`src/common/isaPkg.sv`:
```
package isaPkg;

   // R format opcodes, 11 bits
   localparam logic [10:0] opAdds  = 11'b10101011000;
   localparam logic [10:0] opSubs  = 11'b11101011000;
   localparam logic [10:0] opAnd   = 11'b10001010000;
   localparam logic [10:0] opOrr   = 11'b10101010000;
   localparam logic [10:0] opEor   = 11'b11001010000;

   // D format opcodes, 11 bits
   localparam logic [10:0] opLdur  = 11'b11111000010;
   localparam logic [10:0] opStur  = 11'b11111000000;
   localparam logic [10:0] opLdurb = 11'b00111000010;
   localparam logic [10:0] opSturb = 11'b00111000000;

   // I format opcodes, 10 bits
   localparam logic [9:0]  opAddi  = 10'b1001000100;
   localparam logic [9:0]  opSubi  = 10'b1101000100;

   // IW format opcodes, 9 bits
   localparam logic [8:0]  opMovz  = 9'b110100101;
   localparam logic [8:0]  opMovk  = 9'b111100101;

   // XZR, reads as zero and ignores writes
   localparam logic [4:0]  zeroReg = 5'd31;

   typedef struct packed {
      logic [10:0] opcode;
      logic [4:0]  rm;
      logic [5:0]  shamt;
      logic [4:0]  rn;
      logic [4:0]  rd;
   } rFmt_t;

   typedef struct packed {
      logic [9:0]  opcode;
      logic [11:0] imm12;
      logic [4:0]  rn;
      logic [4:0]  rd;
   } iFmt_t;

   typedef struct packed {
      logic [10:0] opcode;
      logic [8:0]  daddr9;
      logic [1:0]  op2;
      logic [4:0]  rn;
      logic [4:0]  rt;
   } dFmt_t;

   typedef struct packed {
      logic [8:0]  opcode;
      logic [1:0]  hw;
      logic [15:0] imm16;
      logic [4:0]  rd;
   } iwFmt_t;

   // One instruction word seen through each format
   typedef union packed {
      rFmt_t  rFmt;
      iFmt_t  iFmt;
      dFmt_t  dFmt;
      iwFmt_t iwFmt;
   } instrWord_t;

endpackage

```
`src/common/pipePkg.sv`:
```
package pipePkg;

   // Byte address width of the data memory
   localparam int memAddrBits = 9;

   typedef enum logic [2:0] {
      aluPassB = 3'd0,
      aluAdd   = 3'd1,
      aluSub   = 3'd2,
      aluAnd   = 3'd3,
      aluOr    = 3'd4,
      aluXor   = 3'd5
   } aluOp_t;

   // Source of ALU operand B
   typedef enum logic [2:0] {
      srcReg    = 3'd0,
      srcDaddr9 = 3'd1,
      srcImm12  = 3'd2,
      srcMovk   = 3'd3,
      srcMovz   = 3'd4
   } srcB_t;

   typedef struct packed {
      aluOp_t aluOp;
      srcB_t  srcB;
      logic   regWrite;
      logic   memWrite;
      logic   memRead;
      logic   setFlags;
      logic   xferByte;
      logic   memToReg;
   } ctrl_t;

   // Decode to execute register
   typedef struct packed {
      logic        valid;
      ctrl_t       ctrl;
      logic [4:0]  rd;
      logic [4:0]  rn;
      logic [4:0]  rm;
      logic [63:0] regA;
      logic [63:0] regB;
      logic [63:0] imm64;
      logic [1:0]  hw;
   } idEx_t;

   // Execute to memory register
   typedef struct packed {
      logic        valid;
      ctrl_t       ctrl;
      logic [4:0]  rd;
      logic [63:0] aluResult;
      logic [63:0] storeData;
   } exMem_t;

   typedef struct packed {
      logic negative;
      logic zero;
      logic overflow;
      logic carry;
   } flags_t;

endpackage

```
`src/logic/instrDecode.sv`:
```
`timescale 1ns/1ps

module instrDecode import isaPkg::*, pipePkg::*; (
   input  instrWord_t  instr,
   input  logic        instrValid,
   output ctrl_t       ctrl,
   output logic [4:0]  rnSel,
   output logic [4:0]  rmSel,
   output logic [4:0]  rdSel,
   output logic [63:0] imm64,
   output logic [1:0]  hw
);

   logic known;

   always_comb begin
      // Defaults follow the R format view
      ctrl  = '0;
      known = 1'b1;
      rnSel = instr.rFmt.rn;
      rmSel = instr.rFmt.rm;
      rdSel = instr.rFmt.rd;
      imm64 = '0;
      hw    = instr.iwFmt.hw;

      case (instr.rFmt.opcode)
         opAdds, opSubs: begin
            ctrl.aluOp    = (instr.rFmt.opcode == opAdds) ? aluAdd : aluSub;
            ctrl.setFlags = 1'b1;
            ctrl.regWrite = 1'b1;
         end
         opAnd, opOrr, opEor: begin
            ctrl.aluOp    = (instr.rFmt.opcode == opAnd) ? aluAnd :
                            (instr.rFmt.opcode == opOrr) ? aluOr : aluXor;
            ctrl.regWrite = 1'b1;
         end
         opLdur, opLdurb, opStur, opSturb: begin
            // Base plus sign-extended offset
            ctrl.aluOp    = aluAdd;
            ctrl.srcB     = srcDaddr9;
            ctrl.xferByte = (instr.dFmt.opcode == opLdurb) || (instr.dFmt.opcode == opSturb);
            imm64         = {{55{instr.dFmt.daddr9[8]}}, instr.dFmt.daddr9};
            rdSel         = instr.dFmt.rt;
            if ((instr.dFmt.opcode == opLdur) || (instr.dFmt.opcode == opLdurb)) begin
               ctrl.memRead  = 1'b1;
               ctrl.memToReg = 1'b1;
               ctrl.regWrite = 1'b1;
               rmSel         = zeroReg;
            end else begin
               // Store data comes in through the second read port
               ctrl.memWrite = 1'b1;
               rmSel         = instr.dFmt.rt;
            end
         end
         default: begin
            case (instr.iFmt.opcode)
               opAddi, opSubi: begin
                  ctrl.aluOp    = (instr.iFmt.opcode == opAddi) ? aluAdd : aluSub;
                  ctrl.srcB     = srcImm12;
                  ctrl.regWrite = 1'b1;
                  imm64         = {52'b0, instr.iFmt.imm12};
                  rmSel         = zeroReg;
               end
               default: begin
                  imm64 = {48'b0, instr.iwFmt.imm16};
                  rnSel = zeroReg;
                  ctrl.aluOp    = aluPassB;
                  ctrl.regWrite = 1'b1;
                  if (instr.iwFmt.opcode == opMovz) begin
                     ctrl.srcB = srcMovz;
                     rmSel     = zeroReg;
                  end else if (instr.iwFmt.opcode == opMovk) begin
                     // Old rd value is merged, read it as operand B
                     ctrl.srcB = srcMovk;
                     rmSel     = instr.iwFmt.rd;
                  end else begin
                     known = 1'b0;
                  end
               end
            endcase
         end
      endcase

      // No side effects from a bubble or an undefined word
      if (!(instrValid && known)) begin
         ctrl = '0;
      end

      assert final (instrValid !== 1'b1 || known)
         else $error("instrDecode: unknown opcode in word %h", instr);
   end

endmodule

```
`config.mk`:
```
export PLATFORM = sky130hd
export DESIGN_NAME = instrDecode
export DESIGN_NICKNAME = d
export VERILOG_FILES = /design/src/common/isaPkg.sv /design/src/common/pipePkg.sv /design/src/logic/instrDecode.sv
export SDC_FILE = /design/constraint.sdc
export NUM_CORES = 1
export LEC_CHECK = 0
export BUFFER_PORTS_ARGS = -buffer_cell sky130_fd_sc_hd__buf_2
export CORE_MARGIN = 2
export CORE_UTILIZATION = 39
export DETAILED_ROUTE_END_ITERATION = 10
export PLACE_DENSITY = 0.85
export SLEW_MARGIN = 30
export SYNTH_ARGS = -nofsm -noshare
export SYNTH_HDL_FRONTEND = slang
export SYNTH_SLANG_ARGS = --single-unit
```
`constraint.sdc`:
```
create_clock -name vclk -period 2.9
set_input_delay 0.29 -clock vclk [all_inputs]
set_output_delay 0.29 -clock vclk [all_outputs]
set_load 0.01 [all_outputs]
```
# Word level (Yosys, flattened, before mapping)
# Index checks and enable logic that the tools add are counted.
dict set report word_totals {
  ff_bits 0
  input_bits 33
  output_inout_bits 93
  wordCells 51
}
dict set report op_classes {
  n_eq_ne 13
  n_mux 29
  reduce_logical 9
}
# op n
set op_table {}
lappend op_table {{one-hot mux 64 bit (2 select lines)} 1}
lappend op_table {{== test 11 bit (second input constant)} 7}
lappend op_table {{2-to-1 mux 5 bit} 6}
lappend op_table {{== test 11 x 9 -> 1 bit (second input constant)} 2}
lappend op_table {{== test 10 bit (second input constant)} 2}
lappend op_table {{== test 9 bit (second input constant)} 2}
lappend op_table {{2-to-1 mux 16 bit} 1}
lappend op_table {{2-to-1 mux 12 bit} 1}
lappend op_table {{2-to-1 mux 2 bit} 5}
lappend op_table {{one-hot mux 5 bit (2 select lines)} 1}
lappend op_table {{one-hot mux 3 bit (3 select lines)} 1}
lappend op_table {{OR reduction 9 bit} 1}
lappend op_table {{2-to-1 mux 1 bit} 8}
lappend op_table {{2-to-1 mux 3 bit} 2}
lappend op_table {{2-to-1 mux 6 bit} 1}
lappend op_table {{one-hot mux 3 bit (2 select lines)} 1}
lappend op_table {{OR reduction 5 bit} 1}
lappend op_table {{OR reduction 2 bit} 2}
lappend op_table {{OR reduction 4 bit} 1}
lappend op_table {{OR reduction 3 bit} 1}
lappend op_table {{logical OR 1 bit} 2}
lappend op_table {{one-hot mux 1 bit (2 select lines)} 1}
lappend op_table {{logical AND 1 bit} 1}

# Longest topological paths before layout
# Gate-level depths: netlist of the first run.
dict set report logic_depth {
  word_depth 7
  mapped_depth 7
  depth_no_buf 4
}

# Worst setup path before layout of the first run
# Ideal clock, no wire load.
dict set report synth_timing {
  path_type {input to output}
  from {in instr[26] (netlist name)}
  to {out imm64[17]}
  t_arrival_ns 2.070
  t_required_ns 2.610
  path_slack_ns 0.540
  cell_stages 5
  n_path_buf 2
  path_cell_list {nor4b_1 > buf_4 > nand4_1 > inv_1 > buf_4}
}
dict set report synth_between {
  elab_chain_len 3
  elab_cells_between_ends 12
  cone_classes {9 x eq/ne; 1 x mux; 2 x reduce/logical}
}
# element line_no
set synth_lines {}
lappend synth_lines {{from (decl)} instrDecode.sv:4} ;# input instrWord_t instr,
lappend synth_lines {{== test 11 bit / == test 11 x 9 -> 1 bit (equally long branches)} instrDecode.sv:26} ;# case (instr.rFmt.opcode)
lappend synth_lines {{OR reduction 5 bit (no line) / OR reduction 4 bit (equally long branches)} --}
lappend synth_lines {{one-hot mux 64 bit (2 select lines) (*)} instrDecode.sv:26}
lappend synth_lines {{to (decl)} instrDecode.sv:10} ;# output logic [63:0] imm64,
# Every way passes the cells marked *; elsewhere a longest branch is shown, timed or not.

==> results of run 1 <==
per-stage QoR:
step	utilization (%)	hold slack (ns)	instance area [um2]	setup slack [ns]
floorplan	-	0.6718	1335	0.5397
global placement	46.94	0.7794	1554	0.5129
detailed placement	46.94	0.7812	1554	0.4734
CTS	46.94	0.7816	1554	0.4703
global route	46.94	0.7951	1554	0.3377
finish	46.94	0.7811	1554	0.4656
where the power goes:
part	total (mW)	internal, mW	switching, mW
Clock	0	0	0
Sequential	0	0	0
Combinational	0.124	0.0563	0.0680
critical path: stages:
cell and delay [ns]:
buf_2 0.17, or3_4 0.43, or3_1 0.64, nor3b_2 0.28
o221a_1 0.20, buf_2 0.13
cells in the mapped netlist, types with 2 or more instances:
master / n
a21oi_1: 4
a31o_2: 3
a32o_1: 3
and3_1: 3
buf_2: 5
buf_4: 56
buf_6: 2
clkbuf_1: 3
inv_1: 2
mux2i_1: 11
nand2_1: 16
nand3_1: 6
nand4_1: 3
nor2_1: 8
nor3_1: 2
nor4_1: 2
o211a_1: 2
o21a_1: 2
o21ai_0: 10
o21ai_1: 4
o21bai_1: 9
o221a_2: 2
o2bb2ai_1: 3
or2_1: 2
or3_1: 2
xnor2_1: 2
logic make-up (layout without fill, tap and decap cells):
group	after synthesis	in the layout
muxes	11	11
xor gates and xnor gates	2	2
buffers and inverters	70	132
and+or+nand+nor	60	60
AOI/OAI and AO/OA	47	47
final timing paths:
kind,from,to,slack [ns],cells past startpoint
max,instr[22],ctrl[9],0.47,6
min,instr[4],rdSel[4],0.78,2
metal layers:
metal	wire length [um]	vias up
met5	0	-
met4	16	0
met3	386	2
met2	1833	102
met1	1632	694
li1	-	755
area by class of cell:
type,count,area share (%)
well taps,46,3.704
repair buffers,130,42.51
inverters,2,0.4831
multi-input cells,120,53.30
==> flow_summary.ini, run 1 <==
[outcome]
outcome = finished, final reports clean

[run]
maxCapViolCount = 0

[sta]
tightest_slew_ns = 0.7466
rsz0062_at_grt = false
slew_headroom_pct = 50.23
finalCriticalPeriod_ns = 2.434
fmax_ghz = 0.4108
slew_viol_final = 0
final-setup-viol-count = 0
fin_crit_sh_pct = 83.94
finalHoldViolations = 0
fin_setup_tns_ns = 0

[clock_network]
hold_buffers = 0
post_cts_buffers = 0
post_cts_resized = 0

[synthesis]
yosysTopAreaCellShare_pct = 31.49
synth_fp_nets = 223
synth_compound_area_share_pct = 25.77
synth_top_family_by_area = buffers and inverters
synth_mux_area_share_pct = 8.247
synthCells = 190
synth.top_cells.by_area = buf_4, mux2i_1, o21bai_1
synthSimpleGateAreaFrac_pct = 26.71
ys_seq_area_share_pct = 0
synth.avg_cell_area_um2 = 7.026
netlist_area_mm2 = 0.001335
ys_warn_count = 0
synth_top_area_cell = buf_4
yosys.area_share.xor_xnor_pct = 1.312
ys_types = 49
synth_fa_ha_area_share_pct = 0

[routing]
drcViolationCount = 0
wirelength_um = 3868
first_pass_iters = 4
vias = 1553
drt_iter0_markers = 37
wl_per_cell_um = 12.98
drtAntennaViolNets = 0
vias_per_cell = 5.211

[grt]
antenna_found_initial = 0
grt_pass1_vias = 1214
grt_start_max_net_pins = 52
busiest_layer = met2
grt_use_met3_pct = 1.441
track_usage_pct = 17.92
met1_usage_pct = 24.24
grt_overflow = 0
grt_pass1_wl_um = 5954
use_met2_pct = 31.99

[die]
io_pins = 126
start_util_pct = 40.33
dieWidth_um = 62.51
core_area_mm2 = 0.003311
num_rows = 21
die_h_um = 62.51
die-area_mm2 = 0.003907

[place]
dp_hpwl_um = 3082
dp.cells = 298
io_buffer_count = 126
routabilityCongestion = 0.9679

[pwr]
leakage_nw = 0.9614
power_mw = 0.1243
p_per_area_mw_per_mm2 = 80.00
ir_drop_mv = 0.04427

[worst_hold_path]
hold_class = in -> out

[critical_path]
worstPathRequired_ns = 2.61
crit_path_start_kind = input pin
cp.arrival_ns = 2.14
critPathMaxFanout = 16
cp-end-kind = output pin
critPathKind = in -> out

[finish]
nFlopsAndLatches = 0
final_cells = 298
num_antenna_cells = 0
multi_input_area_um2 = 828.3
layout_commonest_cell = buf_2
clkbuf_count = 0
nNetsFinal = 287
area.sequential_um2 = 0
fillers = 365
final_cell_mix = buf_2, nand2_1, mux2i_1
final_layout_size_suffix_gt1_share_pct = 57.54
areaGrowthSynthToFinish_pct = 16.40
No activity file was read; power rests on OpenSTA's default activity.
==> run 2, diff against run 1 <==
- ABC_AREA: unset -> 1
- CORE_UTILIZATION: 39 -> 36
- PLACE_DENSITY: 0.85 -> 0.8
- clock period: 2.9 -> 2.1 ns (I/O delays scaled with it)
==> run 2 against run 1 <==
Effect of this change: first-iteration DRC count increased by 120%; clock-buffer cell count stayed put; global-route usage down 0.59 points; sequential cell count did not move; worst hold slack got worse by 0.14 ns; synthesized cell count up 38%; die area increased by 15%; sequential share of layout area did not move; design area increased by 11%; largest power group unchanged.
==> flow_summary.ini, run 2 <==
[critical_path]
cp-end-kind = output pin
crit_path_top_delay_cell = nor2_2
worstPathRequired_ns = 1.89
cp.arrival_ns = 1.67
critPathKind = in -> out
slowest_delay_ns = 0.20
cp_cell_sequence = buf_2 -> nor2_2 -> nand2_1 -> nor2_2 -> nand2_2 -> nand2_4 -> nor2_1 -> nand3_2 -> nand2_2 -> nor2_1 -> buf_2
worst-path-stages = 11
crit_buf_inv = 2
critPathMaxFanout = 10
crit_family = simple AND/OR/NAND/NOR gates
crit_path_start_kind = input pin

[outcome]
outcome = finished, final reports clean

[die]
die-area_mm2 = 0.004482
core_area_mm2 = 0.003744
die_h_um = 66.95
dieWidth_um = 66.95
start_util_pct = 38.10
num_rows = 22
io_pins = 126

[run]
maxCapViolCount = 0

[grt]
grt_start_max_net_pins = 49
grt_overflow = 0
track_usage_pct = 17.33
grt_pass1_vias = 1493
grt_pass1_wl_um = 6341
antenna_found_initial = 0

[clock_network]
hold_buffers = 0
post_cts_resized = 0
post_cts_buffers = 0

[finish]
num_antenna_cells = 0
fillers = 396
nNetsFinal = 367
layout_commonest_cell = buf_2
areaGrowthSynthToFinish_pct = 20.70
final_util_pct = 45.99
nFlopsAndLatches = 0
clkbuf_count = 0
area.sequential_um2 = 0
final_cell_mix = buf_2, nand2_1, inv_1
final_layout_size_suffix_gt1_share_pct = 45.48

[routing]
wirelength_um = 4105
vias_per_cell = 4.811
vias = 1828
first_pass_iters = 6
drcViolationCount = 0
drtAntennaViolNets = 0
wl_per_cell_um = 10.80
drt_iter0_markers = 81

[synthesis]
synth_top_area_cell = buf_4
ys_types = 25
synth.avg_cell_area_um2 = 5.444
synthTopCellsByCount = nand2_1, buf_4, inv_1
netlist_area_mm2 = 0.001426
synthCells = 262
ys_warn_count = 0
synth_fp_nets = 295
yosysTopAreaCellShare_pct = 28.95
synth.top_cells.by_area = buf_4, nand2_1, inv_1
ys_seq_area_share_pct = 0
yosysMostFrequentCell = nand2_1

[pwr]
ir_drop_mv = 0.07186
power_mw = 0.1821
p_per_area_mw_per_mm2 = 105.7
leakage_nw = 1.170

[worst_hold_path]
hold_depth = 2
hold_class = in -> out

[sta]
fmax_ghz = 0.5314
fin_setup_tns_ns = 0
worst_hold_slack_ns = 0.6399
slew_headroom_pct = 53.07
final-setup-viol-count = 0
finalCriticalPeriod_ns = 1.882
tightest_slew_ns = 0.6993
rsz0062_at_grt = false
finalHoldViolations = 0
slew_viol_final = 0
fin_crit_sh_pct = 89.61
worst_slack_ns = 0.2183

[place]
dp_hpwl_um = 3483
routabilityCongestion = 0.9316
io_buffer_count = 126
place_ws_ns = 0.2339
run 2: cell types whose count changed after synthesis, sizes merged, moves of 10 or more:
cell | before | now
nand2 | 16 | 65
inv | 2 | 35
nor2 | 8 | 36
o211ai | 1 | 17
mux2i | 11 | 0
nand3 | 6 | 16
run 2: layout make-up:
type	instances	area (um2)	share of cell area (%)
tap	48	60.06	3.488
multi-input combinational	168	864.6	50.22
inverter	35	131.4	7.631
timing repair buffer	129	665.6	38.66
run 2: per-stage QoR:
stage	area, um2	cells
after floorplan	1434	262
after global placement	1722	380
after detailed placement	1722	380
after CTS	1722	380
after global routing	1722	380
final	1722	380
run 2: logic make-up (layout without fill, tap and decap cells):
logic type	after synthesis	after routing	share of synthesized area, %
and+or+nand+nor	123	123	39.56
buffers and inverters	94	164	39.91
AOI/OAI and AO/OA	45	45	20.53
run 2: power breakdown:
group          switching, mW  internal (mW)  leakage [nW]  total [mW]
sequential                 0              0             0           0
combinational          0.109         0.0729          1.17       0.182
clock                      0              0             0           0
total                  0.109         0.0729          1.17       0.182
run 2: routing by layer:
| layer | track usage (%) | vias up | wire length [um] |
|---|---|---|---|
| met3 | 0.5068 | 4 | 339 |
| met4 | 1.531 | 0 | 7 |
| li1 | - | 927 | - |
| met2 | 32.25 | 107 | 2014 |
| met5 | 0 | - | 0 |
| met1 | 22.80 | 790 | 1743 |
run 2: path summary, 6_finish.rpt:
check        to  startpoint  slack (ns)
max     ctrl[3]   instr[24]        0.22
min    rdSel[4]    instr[4]        0.64
